## src/hdl/cpu_pkg.sv

```systemverilog
package cpu_pkg;

   typedef logic [15:0] word_t;
   typedef logic [15:0] instr_t;
   typedef logic [2:0]  reg_idx_t;

   // Primary opcode, instruction bits 15..11
   typedef enum logic [4:0] {
      op_halt = 5'b00000,
      op_nop  = 5'b00001,
      op_j    = 5'b00100,
      op_addi = 5'b01000,
      op_beqz = 5'b01100,
      op_st   = 5'b10000,
      op_ld   = 5'b10001,
      op_lbi  = 5'b11000,
      op_alu  = 5'b11011
   } opcode_t;

   // Register ALU function, instruction bits 1..0 of op_alu
   typedef enum logic [1:0] {
      alu_add = 2'b00,
      alu_sub = 2'b01,
      alu_and = 2'b10,
      alu_xor = 2'b11
   } alu_op_t;

   // Bytes per instruction
   localparam word_t pc_step = 16'd2;

   // Default memory depths in 16-bit words
   localparam int imem_words_default = 256;
   localparam int dmem_words_default = 256;

endpackage
```

## src/hdl/hazard_unit.sv

```systemverilog
module hazard_unit (
   input  cpu_pkg::reg_idx_t rs_idx,
   input  cpu_pkg::reg_idx_t rt_idx,
   input  logic              rs_used,
   input  logic              rt_used,
   input  logic              id_valid,
   input  cpu_pkg::reg_idx_t id_dest,
   input  logic              id_writes,
   input  logic              ex_valid,
   input  cpu_pkg::reg_idx_t ex_dest,
   input  logic              ex_writes,
   output logic              stall
);

   logic id_live;
   logic ex_live;
   logic rs_hit;
   logic rt_hit;

   // Writers still ahead of the memory/writeback register
   assign id_live = id_valid && id_writes;
   assign ex_live = ex_valid && ex_writes;

   assign rs_hit = rs_used &&
                   ((id_live && id_dest == rs_idx) || (ex_live && ex_dest == rs_idx));
   assign rt_hit = rt_used &&
                   ((id_live && id_dest == rt_idx) || (ex_live && ex_dest == rt_idx));

   // The writeback stage itself is covered by register file write-through
   assign stall = rs_hit || rt_hit;

endmodule

```

## config.mk

```make
export PLATFORM = sky130hd
export DESIGN_NAME = hazard_unit
export DESIGN_NICKNAME = d
export VERILOG_FILES = /design/src/hdl/cpu_pkg.sv /design/src/hdl/hazard_unit.sv
export SDC_FILE = /design/constraint.sdc
export NUM_CORES = 1
export LEC_CHECK = 0
export BUFFER_PORTS_ARGS = -buffer_cell sky130_fd_sc_hd__buf_2
export CAP_MARGIN = 10
export CORE_AREA = 3 3 40 42
export DETAILED_ROUTE_END_ITERATION = 8
export DIE_AREA = 0 0 43 45
export GPL_ROUTABILITY_DRIVEN = 1
export PLACE_DENSITY_LB_ADDON = 0.15
export SETUP_SLACK_MARGIN = 0.5
export SLEW_MARGIN = 10
export SYNTH_ARGS = -nofsm -noshare
export SYNTH_HDL_FRONTEND = slang
export SYNTH_SLANG_ARGS = --single-unit
```

## constraint.sdc

```tcl
create_clock -name vclk -period 0.8
set_input_delay 0.12 -clock vclk [all_inputs]
set_output_delay 0.12 -clock vclk [all_outputs]
set_load 0.05 [all_outputs]
```

==> impl_summary.txt <==
----------------------------------------------------
[Logic synthesis]
  Main area contributors after synthesis ... sky130_fd_sc_hd__xor2_1, sky130_fd_sc_hd__nor4_1, sky130_fd_sc_hd__nand2_1, sky130_fd_sc_hd__o21ai_0, sky130_fd_sc_hd__o21ai_1
  Area fraction of the dominant cell type after synthesis ... ~69%
  Number of different library cells in the post-synthesis netlist ... 5
  Sequential cell area fraction in the yosys report ... 0%
  Leading area contributor after synthesis ... sky130_fd_sc_hd__xor2_1
  Summed instance area of the synthesized netlist ... approximately 150 sq um
  Average instance area after synthesis ... roughly 7.2 sq um
  Total of warnings raised by yosys ... 0
  Syn Inst Count ... 21
  Most common cell in the netlist ... sky130_fd_sc_hd__xor2_1
  Commonest cells in the synthesized netlist ... sky130_fd_sc_hd__xor2_1, sky130_fd_sc_hd__nor4_1, sky130_fd_sc_hd__nand2_1, sky130_fd_sc_hd__o21ai_0, sky130_fd_sc_hd__o21ai_1
  Number of nets produced by synthesis ... 39

[Drt]
  Routed via count divided by cell count ... 3.78
  Iteration count of the initial detailed-routing pass ... 1
  DRC violations left ... 0
  Sum of met2 wire segment lengths after detailed routing ... around 230 um
  Antenna-violating nets left ... 0
  Violation count after the first detailed-routing iteration ... 0
  Wirelength per Cell ... 8.71 um
  Final Routed Wirelength ... around 480 um
  Met1 Routed Length ... between 150 and 200 um
  DR top layer ... met3
  Via count of the routed design ... 208
  WL met3 ... approximately 52 um

[Placed design]
  Placed wire-length estimate after detailed placement ... just under 500 um
  Port-buffer cells ... 19
  Routability Congestion ... about 0.61
  DP Worst Slack ... -0.434 ns

[Run]
  Number of maximum-capacitance violations ... 0

[Setup path]
  WS Path Type ... in2out
  CP required ... approximately 0.7 ns
  Startpoint kind of the worst setup timing path ... input port
  Worst path arrival time ... 0.97 ns
  Highest fanout seen on the critical path ... 2
  Sort of element at the end of the critical path ... primary output

[Worst hold path]
  Worst hold-check path type ... in2out

[GRT]
  Remaining global-route overflow ... 0
  First-pass GRT wire length ... between 700 and 800 um
  Maximum number of pins on one net before global-route repair ... 3
  Via count of the first global-routing pass ... 209
  GRT Util Overall ... between 4 and 5%
  Initial antenna violation count ... 0

[Die]
  Standard-cell row count ... 13
  Top-Level Pins ... 19
  Die Ht ... roughly 45 um
  Starting density of the core ... around an eighth
  Die outline width ... approximately 43 um
  Die footprint ... ~1900 sq um
  Core area ... approximately 1300 sq um

[STA]
  Worst setup slack after layout ... -0.290 ns
  Endpoints failing setup ... 1
  Unrepaired setup endpoints after global routing ... true
  Fin. Hold Viols ... 0
  Clock period minus worst slack ... ~1.1 ns
  Period utilisation layout ... 136%
  Number of max-slew violations in the final report ... 0
  Maximum clock rate ... approximately 920 MHz
  WHS ... between 0.5 and 0.6 ns
  Headroom to the max-slew limit ... 83.3%
  Tightest Pin Transition ... 0.248 ns

[Layout]
  Final core utilization ... 24.5%
  Syn-to-layout area delta ... 108%
  Final net count ... 60
  Sequential cells ... 0
  Clock buffer count in the final layout ... 0
  Storage cell area ... 0 sq um
  Fraction of layout instances using a drive strength above 1 ... 52.5%
  Antenna diode count ... 0
  # fillers ... roughly 150

[Status]
  Violations in the final reports ... setup timing
  Run status ... complete, but fails checks

[Clock tree]
  Setup Buffers After CTS ... 0
  # hold bufs at CTS ... 0

[Power and ir drop]
  Static leakage power ... 0.000154 uW
  Max rail drop VDD ... around 0.13 mV
  Power density relative to cell area ... between 400 and 500 nW/um^2

----------------------------------------------------
-- per-layer routing --
layer | GRT usage, % | vias to the layer above
met5 | 0 | -
met3 | 0 | 0
met1 | 6.19 | 86
met4 | 0 | 0
li1 | - | 111
met2 | 9.88 | 11
-- report_power, final --
group	internal, uW	total, uW	leakage (uW)	switching [uW]
sequential	0	0	0	0
clock	0	0	0	0
combinational	84.0	153	0.000154	68.7
total	84.0	153	0.000154	68.7
-- metrics by stage --
step	instance area [sq um]	TNS (ns)	total power (uW)	std cells
after detailed placement	268	-0.434	130	55
after global routing	315	-0.374	168	55
after floorplan	154	-0.148	58.3	21
after CTS	297	-0.331	146	55
after global placement	268	-0.429	130	55
final	315	-0.290	153	55
-- final cells by class --
type                            count  area [sq um]  area share (%)
Multi-Input combinational cell     21           160            50.8
Timing Repair Buffer               19           136            43.3
Tap cell                           15          18.8            5.95
-- timing repair --
action,4_1_cts,5_1_grt
pin swaps,7,3
gates cloned,0,0
gates resized for setup,6,3
endpoints found under the setup margin,1,1
-- placed cells by master, fill, tap and decap left out --
cell / count
sky130_fd_sc_hd__buf_2: 13
sky130_fd_sc_hd__buf_6: 5
sky130_fd_sc_hd__buf_8: 1
sky130_fd_sc_hd__nand2_1: 2
sky130_fd_sc_hd__nand2_2: 1
sky130_fd_sc_hd__nor4_1: 3
sky130_fd_sc_hd__nor4_2: 1
sky130_fd_sc_hd__o21ai_1: 2
sky130_fd_sc_hd__xor2_1: 12
-- critical path, cell delays in order --
cell                      delay [ns]
sky130_fd_sc_hd__buf_6          0.10
sky130_fd_sc_hd__xor2_1         0.15
sky130_fd_sc_hd__nor4_1         0.27
sky130_fd_sc_hd__o21ai_1        0.11
sky130_fd_sc_hd__nand2_2        0.08
sky130_fd_sc_hd__buf_8          0.14
-- cells by family after synthesis --
logic type	after synthesis	synth area share, %
compound gates	2	6.61
xor+xnor	12	69.4
simple gates	7	24.0
-- final timing paths --
path	from	to	slack [ns]	depth (start not counted)
worst min-delay path	rs_used	stall	0.59	4
worst max-delay path	rt_idx[2]	stall	-0.29	6
No activity file was read; power rests on OpenSTA's default activity.
