File: src/hdl/cpu_pkg.sv
package cpu_pkg;

   typedef logic [15:0] word_t;
   typedef logic [15:0] instr_t;
   typedef logic [2:0]  reg_idx_t;

   // Primary opcode, instruction bits 15..11
   typedef enum logic [4:0] {
      op_halt = 5'b00000,
      op_nop  = 5'b00001,
      op_j    = 5'b00100,
      op_addi = 5'b01000,
      op_beqz = 5'b01100,
      op_st   = 5'b10000,
      op_ld   = 5'b10001,
      op_lbi  = 5'b11000,
      op_alu  = 5'b11011
   } opcode_t;

   // Register ALU function, instruction bits 1..0 of op_alu
   typedef enum logic [1:0] {
      alu_add = 2'b00,
      alu_sub = 2'b01,
      alu_and = 2'b10,
      alu_xor = 2'b11
   } alu_op_t;

   // Bytes per instruction
   localparam word_t pc_step = 16'd2;

   // Default memory depths in 16-bit words
   localparam int imem_words_default = 256;
   localparam int dmem_words_default = 256;

endpackage
File: src/hdl/fetch.sv
module fetch #(
   parameter int imem_words = cpu_pkg::imem_words_default
) (
   input  logic            clk,
   input  logic            rst_n,
   input  logic            boot_we,
   input  cpu_pkg::word_t  boot_addr,
   input  cpu_pkg::instr_t boot_data,
   input  logic            stall,
   input  logic            freeze,
   input  logic            redirect,
   input  cpu_pkg::word_t  redirect_pc,
   output logic            if_valid,
   output cpu_pkg::instr_t if_instr,
   output cpu_pkg::word_t  if_pc_next
);

   localparam int imem_aw = $clog2(imem_words);

   cpu_pkg::instr_t     imem [imem_words];
   cpu_pkg::word_t      pc;
   cpu_pkg::word_t      pc_next;
   logic [imem_aw-1:0]  rd_idx;

   assign pc_next = pc + cpu_pkg::pc_step;
   // Byte PC, word-indexed memory
   assign rd_idx  = pc[imem_aw:1];

   // Program load only while the core is held in reset
   always_ff @(posedge clk) begin
      if (!rst_n && boot_we) begin
         imem[boot_addr[imem_aw-1:0]] <= boot_data;
      end
   end

   always_ff @(posedge clk) begin
      if (!rst_n) begin
         pc       <= '0;
         if_valid <= 1'b0;
      end else if (freeze) begin
         if_valid <= 1'b0;
      end else if (redirect) begin
         // Drop the wrong-path slot
         pc       <= redirect_pc;
         if_valid <= 1'b0;
      end else if (!stall) begin
         pc       <= pc_next;
         if_valid <= 1'b1;
      end
   end

   always_ff @(posedge clk) begin
      if (!stall) begin
         if_instr   <= imem[rd_idx];
         if_pc_next <= pc_next;
      end
   end

endmodule

File: config.mk
export PLATFORM = sky130hd
export DESIGN_NAME = fetch
export DESIGN_NICKNAME = d
export VERILOG_FILES = /design/src/hdl/cpu_pkg.sv /design/src/hdl/fetch.sv
export SDC_FILE = /design/constraint.sdc
export NUM_CORES = 2
export LEC_CHECK = 0
export ABC_AREA = 0
export BUFFER_PORTS_ARGS = -buffer_cell sky130_fd_sc_hd__buf_2
export CORE_AREA = 2 2 645 647
export DETAILED_ROUTE_END_ITERATION = 7
export DIE_AREA = 0 0 647 649
export MAX_ROUTING_LAYER = met4
export PLACE_DENSITY = 0.54
export REMOVE_ABC_BUFFERS = 1
export SLEW_MARGIN = 20
export SYNTH_ARGS = -nofsm -noshare
export SYNTH_HDL_FRONTEND = slang
export SYNTH_SLANG_ARGS = --single-unit
File: constraint.sdc
create_clock -name clk -period 2.48 [get_ports clk]
set_input_delay 0.124 -clock clk [delete_from_list [all_inputs] [get_ports clk]]
set_output_delay 0.124 -clock clk [all_outputs]
set_load 0.005 [all_outputs]
==> results.json <==
{
  "yosysUniqueCellTypes": 80,
  "drt_iter0_drc": 10200,
  "htreeDepth": 5,
  "cp-startpoint": "pc[1]",
  "postSynthAreaPerCell_um2": 21.7,
  "start_kind": "flip-flop",
  "ios": 87,
  "vias": 83700,
  "ir_drop_v": 0.000590,
  "critPathKind": "reg2reg",
  "routedWlPerCell_um": 32.8,
  "power_density_nw_per_um2": 776,
  "p_switching_uw": 33600,
  "fin_crit_sh_pct": 131,
  "hold_violations": 0,
  "cts_num_sinks": 4145,
  "worstReg2RegStart": "pc[1]",
  "p_clk_share_pct": 40.9,
  "synth.area.top_cells": "edfxtp_1 (77%), mux4_2 (12%), mux2i_1 (2.3%)",
  "seq_area_frac_synth_pct": 77.4,
  "place_area_um2": 178000,
  "required_ps": 3210,
  "crit_chain": "buf_12, buf_8, buf_12, buf_16, buf_16, mux4_2, o22ai_2, and4b_2, a2111oi_4, buf_4, o31ai_4",
  "routed_via_density": 5.72,
  "max_cap_viol_count": 0,
  "r2r_slack_ps": -770,
  "p_comb_share_pct": 8.0,
  "switching_share_pct": 22.2,
  "track_usage_pct": 23.1,
  "syn-instance-count": 7418,
  "worstHoldStart": "boot_data[6]",
  "synth_warnings": 0,
  "reg2regPathDepth": 11,
  "dp_hpwl_um": 313000,
  "async_flop_share_pct": 0,
  "fin_worst_skew_ps": 44.7,
  "setup_ws_ps": -773,
  "ys_top_cells_by_count": "edfxtp_1 (4,128), mux4_2 (868), nor2_1 (379)",
  "grt_overflow": 0,
  "syn2layout_area_growth_pct": 21.5,
  "post-place-ws_ps": -1620,
  "yosys.area.top_type": "edfxtp_1",
  "holdPathStages": 2,
  "synth-edff-count": 4128,
  "worstPathArrival_ps": 3980,
  "setup_viol": 16,
  "grt_pass1_vias": 83500,
  "fin_area_um2": 195000,
  "grt_pass1_wl_um": 664000,
  "root_buffer": "clkbuf_16",
  "hold_path.class": "in2reg",
  "grt_antenna_before_repair": 28,
  "synth_seq_cells": 4145,
  "cts_tree": "done",
  "die_width_um": 647,
  "met2WireLength_um": 233000,
  "cts_max_path_buffers": 4,
  "clock_latency_ps": 990,
  "clkTransAtPathRegs_ps": 60,
  "antenna_left": 0,
  "io_buffer_count": 78,
  "p_int_uw": 118000,
  "numCtsBuffers": 419,
  "worstMarginPinSlew_ps": 1100,
  "place.gp.congestion": 0.894,
  "min_to": "imem[150][6]",
  "crit_slowest_cell": "a2111oi_4",
  "min_period_ps": 3250,
  "leakage_uw": 0.0618,
  "yosysMostFrequentCell": "edfxtp_1",
  "failed_checks": "setup timing",
  "slew_viol_final": 0,
  "die_y_um": 649,
  "grt_max_degree": 104,
  "cp_top_family": "buffers and inverters",
  "pwr-share-seq_pct": 51.1,
  "rsz0062_at_grt": "yes",
  "synth_top_area_share_pct": 77.2,
  "status": "finished with violations",
  "synth-main-ff-cell": "edfxtp_1",
  "dp_cells": 13700,
  "fmax_ghz": 0.307,
  "firstDrtPassIters": 6,
  "crit_buf_inv": 6,
  "met3_wirelength_um": 35700,
  "wl_um": 480000,
  "drc": 0,
  "nNetsFinal": 8863,
  "core_um2": 413000,
  "maxSlewHeadroom_pct": 26.8,
  "cp-end-kind": "flip-flop",
  "fp.dieArea_um2": 420000,
  "synthesis.area_um2": 161000,
  "wl_met1_um": 197000,
  "start_util_pct": 38.9,
  "rows": 236,
  "highest_layer": "met4",
  "cp_max_fo": 8,
  "worstReg2RegEnd": "if_instr[3]",
  "final_cell_count_no_fill": 14600,
  "crit_path_max_incr_delay_ps": 520,
  "drive_gt1_share_pct": 35.4
}
[sequential cells by signal, summed over array words and instances (netlist names)]
name        flops
if_pc_next     16
if_valid        1
pc             16
if_instr       16
imem         4096
[metrics by stage]
| stage | utilization, % | power [uW] | setup TNS [ps] | hold slack [ps] |
|---|---|---|---|---|
| 2_1_floorplan | - | 86600 | -2224020 | 223 |
| 3_3_place_gp | 43.1 | 89700 | -23840 | 411 |
| 3_5_place_dp | 43.1 | 89800 | -21060 | 419 |
| 4_1_cts | 46.9 | 152000 | -11520 | 6.79 |
| 5_1_grt | 47.3 | 155000 | -11600 | 15.4 |
| 6_report | 47.3 | 151000 | -11020 | 43.1 |
[area by class of cell]
class	instances	area [um^2]
tap	5474	6850
antenna	21	52.6
multi-input combinational	2802	35100
clock inverter	233	2170
timing repair buffer	1430	15400
clock buffer	518	11100
sequential	4145	124000
inverter	10	55.1
fill	33900	217000
[cells by family after synthesis]
group | Yosys count | share of synthesized area, %
fa+ha+maj | 1 | 0.00779
flops | 4145 | 77.4
buf+inv | 471 | 2.01
simple gates | 726 | 1.97
xor+xnor | 13 | 0.0709
compound gates | 769 | 3.50
mux | 1293 | 15.1
[worst max path at each step]
stage                       end  slack (ps)  cells after the start
finish              if_instr[3]        -770                     11
global route        if_instr[3]        -790                     11
CTS                 if_instr[3]        -780                     13
detailed placement  if_instr[9]       -1620                     10
global placement    if_instr[9]       -2700                     11
floorplan           if_instr[6]      -48020                      6
[layout by cell type, fill, tap and decap left out, drive strengths merged, types with 16 or more instances in the layout]
cell         count
edfxtp        4128
buf           1372
mux4           889
clkbuf         524
nor2           380
mux2i          374
clkinv         179
nand2          151
o21ai          139
a221oi         131
a21oi          103
o22ai           66
a221o           59
nor3            55
a22oi           51
dlygate4sd3     50
o31ai           45
bufinv          37
nand3           35
mux2            30
a2111oi         29
a22o            27
diode           21
nand2b          18
nor2b           17
dfxtp           17
and2            16
a211oi          16
[per-layer routing]
layer / track usage [%] / up-vias
met4: 6.48 / 0
met1: 31.5 / 45400
met5: - / -
li1: - / 34200
met2: 36.4 / 3493
met3: 3.45 / 584
[power by group through the flow]
stage	clock network [uW]	logic (uW)	registers [uW]
after CTS	62900	11700	77300
after global routing	65500	12600	77300
after floorplan	0	7350	79300
final	61900	12000	77400
after global placement	0	10900	78800
after detailed placement	0	11000	78800
[repair_timing]
item / 4_1_cts / 5_1_grt
gates resized for setup: 250 / 223
hold buffers: 50 / 0
endpoints found under the setup margin: 30 / 27
cloned: 7 / 7
pin swaps: 31 / 64
endpoints found under the hold margin: 3829 / 0
buffers inserted: 70 / 35
No activity file was read; power rests on OpenSTA's default activity.
