--- src/hdl/cpu_pkg.sv ---
package cpu_pkg;

   typedef logic [15:0] word_t;
   typedef logic [15:0] instr_t;
   typedef logic [2:0]  reg_idx_t;

   // Primary opcode, instruction bits 15..11
   typedef enum logic [4:0] {
      op_halt = 5'b00000,
      op_nop  = 5'b00001,
      op_j    = 5'b00100,
      op_addi = 5'b01000,
      op_beqz = 5'b01100,
      op_st   = 5'b10000,
      op_ld   = 5'b10001,
      op_lbi  = 5'b11000,
      op_alu  = 5'b11011
   } opcode_t;

   // Register ALU function, instruction bits 1..0 of op_alu
   typedef enum logic [1:0] {
      alu_add = 2'b00,
      alu_sub = 2'b01,
      alu_and = 2'b10,
      alu_xor = 2'b11
   } alu_op_t;

   // Bytes per instruction
   localparam word_t pc_step = 16'd2;

   // Default memory depths in 16-bit words
   localparam int imem_words_default = 256;
   localparam int dmem_words_default = 256;

endpackage
--- src/hdl/memory.sv ---
module memory #(
   parameter int dmem_words = cpu_pkg::dmem_words_default
) (
   input  logic              clk,
   input  logic              rst_n,
   input  logic              ex_valid,
   input  cpu_pkg::opcode_t  ex_op,
   input  cpu_pkg::word_t    ex_result,
   input  cpu_pkg::word_t    ex_store_data,
   input  cpu_pkg::reg_idx_t ex_dest,
   input  logic              ex_writes,
   input  logic              ex_is_halt,
   input  logic              ex_illegal,
   output logic              wb_valid,
   output cpu_pkg::reg_idx_t wb_reg,
   output cpu_pkg::word_t    wb_data,
   output logic              halted,
   output logic              err,
   output logic              freeze
);

   localparam int dmem_aw = $clog2(dmem_words);

   cpu_pkg::word_t     dmem [dmem_words];
   logic [dmem_aw-1:0] idx;
   logic               active;
   logic               is_mem;
   logic               misaligned;
   logic               is_load;

   // Nothing retires once the machine has stopped
   assign freeze     = halted || err;
   assign active     = ex_valid && !freeze;
   assign is_load    = (ex_op == cpu_pkg::op_ld);
   assign is_mem     = is_load || (ex_op == cpu_pkg::op_st);
   assign misaligned = is_mem && ex_result[0];
   assign idx        = ex_result[dmem_aw:1];

   always_ff @(posedge clk) begin
      if (active && ex_op == cpu_pkg::op_st && !misaligned) begin
         dmem[idx] <= ex_store_data;
      end
   end

   always_ff @(posedge clk) begin
      if (!rst_n) begin
         wb_valid <= 1'b0;
         halted   <= 1'b0;
         err      <= 1'b0;
      end else begin
         wb_valid <= active && ex_writes && !misaligned && !ex_illegal;
         if (active && ex_is_halt) begin
            halted <= 1'b1;
         end
         if (active && (ex_illegal || misaligned)) begin
            err <= 1'b1;
         end
      end
   end

   // Writeback mux
   always_ff @(posedge clk) begin
      if (!rst_n) begin
         wb_reg  <= '0;
         wb_data <= '0;
      end else begin
         wb_reg  <= ex_dest;
         wb_data <= is_load ? dmem[idx] : ex_result;
      end
   end

endmodule

--- config.mk ---
export PLATFORM = sky130hd
export DESIGN_NAME = memory
export DESIGN_NICKNAME = d
export VERILOG_FILES = /design/src/hdl/cpu_pkg.sv /design/src/hdl/memory.sv
export SDC_FILE = /design/constraint.sdc
export NUM_CORES = 2
export LEC_CHECK = 0
export BUFFER_PORTS_ARGS = -buffer_cell sky130_fd_sc_hd__buf_2
export CAP_MARGIN = 20
export CORE_MARGIN = 2
export CORE_UTILIZATION = 30
export CTS_BUF_LIST = sky130_fd_sc_hd__clkbuf_8
export DETAILED_ROUTE_END_ITERATION = 6
export GPL_ROUTABILITY_DRIVEN = 0
export GPL_TIMING_DRIVEN = 0
export PLACE_DENSITY = 0.44
export SLEW_MARGIN = 20
export SYNTH_ARGS = -nofsm -noshare
export SYNTH_HDL_FRONTEND = slang
export SYNTH_SLANG_ARGS = --single-unit
--- constraint.sdc ---
create_clock -name clk -period 3.4 [get_ports clk]
set_clock_uncertainty 0.1 [all_clocks]
set_input_delay 0.68 -clock clk [delete_from_list [all_inputs] [get_ports clk]]
set_output_delay 0.68 -clock clk [all_outputs]
set_load 0.01 [all_outputs]
==> results.yml <==
status:
  run_status: "finished with violations"
  violated_checks: "design-rule violations, negative setup slack"
route:
  wl_per_cell_um: 37.4
  drt_iter0_drc: 11400
  route.detailed.vias_per_inst: 5.36
  first_pass_iters: 7
  detail_route.drc_violations: 2
  drt_wl_total_um: 585000
  final_antenna_net_count: 0
  routed-via-count: 83800
worst_setup_path:
  cp_data_required_time_ps: 4420
  critical_path_class: "input pin to flop"
  worst_path_fanout_max: 10
  critical_path.startpoint_type: "input pin"
  worstReg2RegStart: "err"
  crit_arrival_ps: 4690
  cp-end-kind: "flop"
  worstSetupStartpoint: "ex_result[2]"
global_route:
  antenna_found_initial: 45
  grt_first_pass_wirelength_um: 771000
  grt_overflow: 0
  grt_pass1_vias: 83700
  grt_max_degree: 137
  grt_use_total_pct: 21.6
yosys:
  syn-cell-area_mm2: 0.158
  synth.distinct_cells: 58
  synthesis.instances: 6916
  syn-num-nets: 6962
  synth.avg_cell_area_um2: 22.9
  synth_seq_cells: 4118
  yosys_most_used_dff: "edfxtp_1"
  synth_sequential_area_ratio_pct: 78.0
  synth-edff-count: 4096
  synth_async_sr_flop_share_pct: 0
  synth.yosys.warnings: 0
place:
  numPlacedInstances: 14100
  post-dp-hpwl_um: 397000
  pre_cts_ws_ps: -4120
  instance_area_after_placement_mm2: 0.173
  buffer_ports.inserted: 64
worst_hold_path:
  min_from: "ex_illegal"
  min_path_type: "input pin to flop"
die:
  io-pin-count: 69
  floorplan.core_area_mm2: 0.525
  die-height_um: 730
  fp.dieArea_mm2: 0.533
  floorplan.rows: 266
  die_w_um: 730
  initial_utilization_pct: 30.1
final_layout:
  synthToLayoutAreaGrowth_pct: 21.4
  final_cell_count_no_fill: 15600
  max_ffs_per_register: 4096
  design_area_mm2: 0.192
  drive_gt1_share_pct: 36.4
  num-nets-final: 8149
clocking:
  cts_htree_levels: 6
  ctsLongestPathBuffers: 4
  cts_inserted_buffers: 708
  clock_tree_from_tritoncts: "yes"
  clk_pin_slew_worst_paths_ps: 60
  clock_insertion_delay_worst_skew_ps: 1320
  clock_sinks: 4118
  root_buffer: "clkbuf_8"
timing:
  final_max_slew_viol_count: 0
  grt_setup_unrepaired: "yes"
  max_clock_freq_mhz: 273
  postLayoutSetupSlackWorst_ps: -269
  finalHoldWorstSlack_ps: 159
  setup_viol_count_final: 316
  min_period_ps: 3670
  fin_setup_tns_ps: -14650
  max_slew_margin_pct: 12.8
  hold_violations: 0
  worst-slew-pin-transition_ps: 1310
  final.period_utilization_pct: 108
pwr:
  cellLeakagePower_nw: 60.1
  vdd.ir_drop.worst_mv: 0.414
  power-per-cell-area_mw_per_mm2: 544
run:
  maxCapViolCount: 0
stage by stage:
stage	util [%]	total power, W
2_1_floorplan	-	0.0595
6_report	36.6	0.105
5_1_grt	36.6	0.108
3_3_place_gp	31.9	0.0632
4_1_cts	36.4	0.105
3_5_place_dp	33.0	0.0633
worst paths after layout:
kind,slack [ps],cells past startpoint,end
worst max-delay path,-270,11,wb_data[11]
worst min-delay path,160,4,wb_valid
worst max register to register,50,10,dmem[29][12]
worst min register to register,370,2,err
critical path, cell delays in order:
cell,delay [ps]
clkbuf_4,280
buf_4,300
buf_4,380
buf_6,400
buf_6,370
mux4_2,450
a22oi_1,450
o2111ai_1,390
a31oi_1,310
o22ai_1,170
o22a_1,420
placed cells by master (no fill, tap or decap), types with 22 or more instances in the layout:
| cell | netlist | routed |
|---|---|---|
| edfxtp_1 | 4096 | 4096 |
| mux4_2 | 1058 | 1058 |
| clkbuf_8 | 0 | 731 |
| nor2_4 | 0 | 254 |
| inv_1 | 5 | 232 |
| mux2i_1 | 227 | 225 |
| buf_12 | 0 | 222 |
| clkinv_1 | 3 | 170 |
| buf_4 | 53 | 126 |
| a22oi_1 | 141 | 113 |
| buf_2 | 92 | 109 |
| nand2_1 | 122 | 93 |
| buf_16 | 0 | 84 |
| buf_6 | 41 | 82 |
| clkbuf_2 | 0 | 77 |
| clkinv_2 | 0 | 64 |
| nor2_1 | 323 | 59 |
| clkbuf_1 | 173 | 53 |
| a211oi_1 | 62 | 50 |
| buf_8 | 5 | 47 |
| nand3_1 | 51 | 46 |
| o21ai_0 | 42 | 40 |
| dlygate4sd3_1 | 0 | 38 |
| nand4_1 | 37 | 37 |
| nor2b_1 | 36 | 34 |
| clkbuf_4 | 0 | 31 |
| a22o_1 | 30 | 30 |
| a22oi_2 | 0 | 28 |
| diode_2 | 0 | 23 |
| o22ai_1 | 23 | 22 |
| dfxtp_1 | 22 | 22 |
routing by layer:
metal | GRT usage [%] | vias up | part of all wire, %
met5 | 0 | - | 0.0070
met4 | 9.67 | 8 | 5.1
met3 | 4.73 | 1059 | 8.3
met2 | 33.5 | 4344 | 46
met1 | 29.1 | 46200 | 41
li1 | - | 32200 | -
area by class of cell:
cell class	instances	area (µm²)
antenna	23	57.6
buffer	401	3200
clock buffer	724	9960
clock inverter	530	2850
fill	47900	333000
inverter	8	36.3
multi-input combinational	2381	35800
sequential	4118	123000
tap	6968	8720
timing repair buffer	485	8060
cell usage after synthesis (all sizes together), types with 2 or more instances:
master | count | area share [%]
and3b | 2 | 0.011
nand2b | 3 | 0.012
nand4 | 37 | 0.15
edfxtp | 4096 | 78
o2111ai | 21 | 0.12
a41oi | 10 | 0.055
mux2i | 227 | 1.4
clkinv | 3 | 0.0071
o32ai | 13 | 0.072
a311oi | 13 | 0.072
o221a | 13 | 0.093
nor2 | 323 | 0.77
a22oi | 141 | 0.67
a311o | 14 | 0.089
o221ai | 10 | 0.055
a31oi | 18 | 0.071
inv | 5 | 0.012
clkbuf | 173 | 0.41
a211oi | 62 | 0.29
nand2 | 122 | 0.29
a2111oi | 5 | 0.028
and3 | 16 | 0.063
nand3 | 51 | 0.16
a21oi | 15 | 0.047
nor2b | 36 | 0.14
mux4 | 1058 | 15
a211o | 11 | 0.061
nor3b | 3 | 0.017
o211ai | 2 | 0.0095
o21ai | 43 | 0.14
and2 | 18 | 0.071
a221oi | 15 | 0.083
dfxtp | 22 | 0.28
buf | 236 | 0.99
nor3 | 4 | 0.013
o22ai | 23 | 0.091
a22o | 30 | 0.17
mux2 | 8 | 0.057
a32o | 2 | 0.013
report_power, final:
| part | internal (W) | total (W) | switching, W |
|---|---|---|---|
| logic | 0.00212 | 0.00674 | 0.00463 |
| clock network | 0.0207 | 0.0419 | 0.0212 |
| registers | 0.0558 | 0.0559 | 0.00000698 |
| total | 0.0787 | 0.105 | 0.0259 |
what timing repair did:
item / 4_1_cts / 5_1_grt
endpoints found under the setup margin: 4112 / 2077
buffers inserted: 195 / 10
pin swaps: 144 / 26
hold buffers: 38 / 0
hold endpoints to repair: 1579 / 0
resized for setup: 392 / 192
cell families (layout without fill, tap and decap cells):
kind of cell,count (synthesis),in the layout,synth area share [%]
flops,4118,4118,78.0
simple gates,619,619,1.71
buf+inv,417,2148,1.42
other cells,0,23,0
compound gates,469,469,2.27
mux,1293,1293,16.6
(Power assumes the default switching activity.)
