<file path="src/hdl/cpu_pkg.sv">
package cpu_pkg;

   typedef logic [15:0] word_t;
   typedef logic [15:0] instr_t;
   typedef logic [2:0]  reg_idx_t;

   // Primary opcode, instruction bits 15..11
   typedef enum logic [4:0] {
      op_halt = 5'b00000,
      op_nop  = 5'b00001,
      op_j    = 5'b00100,
      op_addi = 5'b01000,
      op_beqz = 5'b01100,
      op_st   = 5'b10000,
      op_ld   = 5'b10001,
      op_lbi  = 5'b11000,
      op_alu  = 5'b11011
   } opcode_t;

   // Register ALU function, instruction bits 1..0 of op_alu
   typedef enum logic [1:0] {
      alu_add = 2'b00,
      alu_sub = 2'b01,
      alu_and = 2'b10,
      alu_xor = 2'b11
   } alu_op_t;

   // Bytes per instruction
   localparam word_t pc_step = 16'd2;

   // Default memory depths in 16-bit words
   localparam int imem_words_default = 256;
   localparam int dmem_words_default = 256;

endpackage
</file>
<file path="src/hdl/decode.sv">
module decode (
   input  logic              clk,
   input  logic              rst_n,
   input  logic              if_valid,
   input  cpu_pkg::instr_t   if_instr,
   input  cpu_pkg::word_t    if_pc_next,
   input  logic              stall,
   input  logic              redirect,
   input  logic              wb_valid,
   input  cpu_pkg::reg_idx_t wb_reg,
   input  cpu_pkg::word_t    wb_data,
   output logic              id_valid,
   output cpu_pkg::opcode_t  id_op,
   output cpu_pkg::alu_op_t  id_alu_op,
   output cpu_pkg::word_t    id_rs_data,
   output cpu_pkg::word_t    id_rt_data,
   output cpu_pkg::word_t    id_imm,
   output cpu_pkg::reg_idx_t id_dest,
   output logic              id_writes,
   output cpu_pkg::word_t    id_pc_next,
   output logic              id_is_halt,
   output logic              id_illegal,
   output cpu_pkg::reg_idx_t rs_idx,
   output cpu_pkg::reg_idx_t rt_idx,
   output logic              rs_used,
   output logic              rt_used
);

   cpu_pkg::word_t    regs [8];
   cpu_pkg::opcode_t  op;
   cpu_pkg::alu_op_t  alu_op;
   cpu_pkg::word_t    imm;
   cpu_pkg::reg_idx_t dest;
   cpu_pkg::word_t    rs_data;
   cpu_pkg::word_t    rt_data;
   logic              writes;
   logic              is_halt;
   logic              illegal;
   logic              reads_rs;
   logic              reads_rt;

   assign op     = cpu_pkg::opcode_t'(if_instr[15:11]);
   assign rs_idx = if_instr[10:8];
   assign rt_idx = if_instr[7:5];

   always_comb begin
      alu_op   = cpu_pkg::alu_add;
      imm      = {{11{if_instr[4]}}, if_instr[4:0]};
      dest     = if_instr[7:5];
      writes   = 1'b0;
      is_halt  = 1'b0;
      illegal  = 1'b0;
      reads_rs = 1'b0;
      reads_rt = 1'b0;
      case (op)
         cpu_pkg::op_halt: is_halt = 1'b1;
         cpu_pkg::op_nop: begin
         end
         cpu_pkg::op_j: imm = {{5{if_instr[10]}}, if_instr[10:0]};
         cpu_pkg::op_addi, cpu_pkg::op_ld: begin
            reads_rs = 1'b1;
            writes   = 1'b1;
         end
         cpu_pkg::op_beqz: begin
            reads_rs = 1'b1;
            imm      = {{8{if_instr[7]}}, if_instr[7:0]};
         end
         // Store data comes from the rt field
         cpu_pkg::op_st: begin
            reads_rs = 1'b1;
            reads_rt = 1'b1;
         end
         cpu_pkg::op_lbi: begin
            imm    = {{8{if_instr[7]}}, if_instr[7:0]};
            dest   = if_instr[10:8];
            writes = 1'b1;
         end
         cpu_pkg::op_alu: begin
            alu_op   = cpu_pkg::alu_op_t'(if_instr[1:0]);
            dest     = if_instr[4:2];
            reads_rs = 1'b1;
            reads_rt = 1'b1;
            writes   = 1'b1;
         end
         default: illegal = 1'b1;
      endcase
   end

   assign rs_used = if_valid && reads_rs;
   assign rt_used = if_valid && reads_rt;

   // Same-cycle writeback bypasses the array
   assign rs_data = (wb_valid && wb_reg == rs_idx) ? wb_data : regs[rs_idx];
   assign rt_data = (wb_valid && wb_reg == rt_idx) ? wb_data : regs[rt_idx];

   always_ff @(posedge clk) begin
      if (!rst_n) begin
         for (int i = 0; i < 8; i++) begin
            regs[i] <= '0;
         end
      end else if (wb_valid) begin
         regs[wb_reg] <= wb_data;
      end
   end

   always_ff @(posedge clk) begin
      if (!rst_n) begin
         id_valid <= 1'b0;
      end else begin
         id_valid <= if_valid && !stall && !redirect;
      end
   end

   always_ff @(posedge clk) begin
      id_op      <= op;
      id_alu_op  <= alu_op;
      id_rs_data <= rs_data;
      id_rt_data <= rt_data;
      id_imm     <= imm;
      id_dest    <= dest;
      id_writes  <= writes;
      id_pc_next <= if_pc_next;
      id_is_halt <= is_halt;
      id_illegal <= illegal;
   end

endmodule

</file>
<file path="config.mk">
export PLATFORM = sky130hd
export DESIGN_NAME = decode
export DESIGN_NICKNAME = d
export VERILOG_FILES = /design/src/hdl/cpu_pkg.sv /design/src/hdl/decode.sv
export SDC_FILE = /design/constraint.sdc
export NUM_CORES = 1
export LEC_CHECK = 0
export BUFFER_PORTS_ARGS = -buffer_cell sky130_fd_sc_hd__buf_2
export CAP_MARGIN = 20
export CORE_UTILIZATION = 61
export DETAILED_ROUTE_END_ITERATION = 8
export PLACE_DENSITY = 0.85
export REMOVE_ABC_BUFFERS = 1
export SYNTH_ARGS = -nofsm -noshare
export SYNTH_HDL_FRONTEND = slang
export SYNTH_SLANG_ARGS = --single-unit
</file>
<file path="constraint.sdc">
create_clock -name clk -period 7.2 [get_ports clk]
set_input_delay 1.44 -clock clk [delete_from_list [all_inputs] [get_ports clk]]
set_output_delay 1.44 -clock clk [all_outputs]
set_load 0.05 [all_outputs]
</file>
==> results.py <==
metrics = {
    "timing": {
        "setup_violations": 0,
        "slew_headroom_pct": 23.8,
        "fmax_mhz": 250,
        "worst_pin_slew_ns": 1.14,
        "fin_tns_setup_ns": 0,
        "slew_violations": 0,
        "fin_crit_ns": 4.00,
        "period_share_pct": 55.6,
        "whs_ns": 0.838,
        "rsz0062_at_grt": "no",
        "hold_viol_final": 0,
        "fin_skew_ns": 0.00899,
    },
    "finish": {
        "fin_cells": 920,
        "seqCellArea_um2": 5310,
        "layout.nets": 779,
        "fill_cells": 899,
        "multiInputGateArea_um2": 3700,
        "drive_above_1_share_pct": 35.2,
        "area_growth_pct": 15.0,
        "antenna_cells": 0,
    },
    "route": {
        "wirelength_um": 21800,
        "route.detailed.drc": 0,
        "ant_nets": 0,
        "vias": 5766,
        "post_drt_wl_per_cell_um": 23.7,
        "drt_iter0_drc": 594,
        "dr.pass1.iters": 5,
        "viasPerCell": 6.27,
    },
    "floorplan": {
        "num_io_pins": 143,
        "core_um2": 14800,
        "start_util_pct": 63.3,
        "rows": 44,
        "die-width_um": 126,
        "die-area_um2": 15800,
        "fp.dieH_um": 126,
    },
    "logic_synthesis": {
        "synthFlopType": "edfxtp_1",
        "seq_area_frac_synth_pct": 56.8,
        "syn_area_um2": 9340,
        "yosysTopAreaCell": "edfxtp_1",
        "synthTopCellsByCount": "132 x and2_1, 128 x edfxtp_1, 73 x dfxtp_1, 58 x mux4_1, 55 x mux2_2",
        "ys_ff_latch": 201,
        "async_flop_share_pct": 0,
        "syn-instance-count": 587,
        "synth.area.top_cells": "edfxtp_1 41%, mux4_1 16%, dfxtp_1 16%",
        "avgSynthCellArea_um2": 15.9,
        "yosysMostFrequentCell": "and2_1",
        "yosys_warnings": 0,
        "synth_edf_count": 128,
        "yosysUniqueCellTypes": 35,
        "synth_top_area_share_pct": 41.2,
    },
    "setup_path": {
        "worstRegToRegCells": 3,
        "critPathMostFrequentCell": "buf_2",
        "cpPeakStageDelay_ns": 0.32,
        "path_cells": "buf_2, or2_2, o21ai_0, and4_1, buf_2",
        "critPathKind": "input pin to output pin",
        "endpoint_kind": "output pin",
        "cp_max_fo": 14,
        "arrival_ns": 2.56,
        "required_ns": 5.76,
        "startpoint_type": "input pin",
        "crit_family": "simple AND/OR/NAND/NOR gates",
        "cp_num_buf_inv": 2,
        "crit_cells": 5,
        "crit_slowest_cell": "or2_2",
    },
    "placed_design": {
        "dp_cells": 883,
        "post-dp-hpwl_um": 13500,
        "io_buffers": 142,
        "place.gp.congestion": 0.829,
    },
    "flow_run": {
        "maxCapViolations": 0,
    },
    "global_route": {
        "grt_pass1_wl_um": 32800,
        "grtUsageTotal_pct": 28.0,
        "grt_max_degree": 36,
        "grt-ovfl-total": 0,
        "grt_pass1_vias": 5828,
        "antenna_found_initial": 0,
    },
    "clock_network": {
        "insertion_delay_ns": 0.49,
        "htreeDepth": 1,
        "clk_pin_slew_ns": 0.06,
        "cts_tree": "done",
        "cts.sinks": 201,
        "postCtsSetupBuffers": 0,
        "cts_inserted_buffers": 21,
        "cts_resized": 0,
        "clk_path_buf_depth": 3,
        "root_buffer": "clkbuf_16",
        "cts_hold_buf": 0,
    },
    "power_and_ir_drop": {
        "power.total_mw": 2.81,
        "p_per_area_nw_per_um2": 262,
        "p_leak_nw": 4.33,
        "peakVddDrop_uv": 180,
    },
    "min_path": {
        "holdPathStages": 3,
        "hold_class": "register to register",
    },
    "outcome": {
        "status": "complete, no violations",
    },
}
==> registers in the layout, indices dropped and copies added (netlist names) <==
name and flops:
id_writes 1, id_pc_next 16, id_valid 1, id_rs_data 16
id_rt_data 16, id_op 5, regs 128, id_alu_op 2
id_imm 11, id_is_halt 1, id_dest 3, id_illegal 1
==> worst register-to-register path: stages, from the launching register on <==
cell and delay (ns):
edfxtp_1 0.40, mux4_1 0.54, mux2_2 0.29, mux2_2 0.29
==> path summary, 6_finish.rpt <==
kind | startpoint | endpoint | slack (ns)
worst max-delay path | if_instr[14] | rt_used | 3.20
worst max register to register | regs[1][9] | id_rs_data[9] | 5.56
worst min register to register | regs[2][3] | id_rs_data[3] | 0.84
worst min-delay path | regs[2][3] | id_rs_data[3] | 0.84
==> layout by cell type, fill, tap and decap left out, types with 6 or more instances in the layout <==
cell         n
mux2_4       9
inv_1        6
mux2_2      55
mux4_1      58
clkbuf_16   21
buf_4       18
dfxtp_1     73
buf_2      142
mux4_2       6
o21ai_1      6
clkbuf_1     8
nor2_1       8
edfxtp_1   128
xnor2_1      7
and2_1     132
==> where the power goes <==
group	switching [mW]	leakage (nW)	internal [mW]	total, mW
Combinational	0.295	2.18	0.164	0.459
Clock	0.415	0.309	0.588	1.00
Sequential	0.0340	1.84	1.31	1.35
Total	0.744	4.33	2.07	2.81
==> cells by family after synthesis <==
| group | after synthesis | share of synthesized area [%] |
|---|---|---|
| compound gates | 26 | 1.81 |
| simple gates | 171 | 11.2 |
| buf+inv | 54 | 3.65 |
| xor+xnor | 7 | 0.657 |
| flops | 201 | 56.8 |
| mux | 128 | 25.9 |
==> per-stage QoR <==
step,cell area [µm²],setup WS [ns],utilization [%]
global placement,10100,3.25,68.5
global route,10700,3.09,72.8
CTS,10700,3.20,72.8
detailed placement,10100,3.21,68.5
floorplan,9020,3.41,-
finish,10700,3.20,72.8
==> cell type report <==
| class | count | share of cell area, % |
|---|---|---|
| Clock inverter | 3 | 0.105 |
| Timing Repair Buffer | 160 | 7.88 |
| Multi-Input combinational cell | 332 | 34.5 |
| Tap cell | 184 | 2.14 |
| Inverter | 6 | 0.210 |
| Clock buffer | 34 | 5.81 |
| Sequential cell | 201 | 49.4 |
==> routing by layer <==
layer  vias to the layer above  routed length [µm]  part of all wire (%)  track usage [%]
met5                         -                   0                     0                0
met2                       301               11500                    52             50.0
met3                        66                1820                   8.4             5.35
li1                       2523                   -                     -                -
met1                      2876                7850                    36             33.1
met4                         0                 699                   3.2             12.3
(Power assumes the default switching activity.)
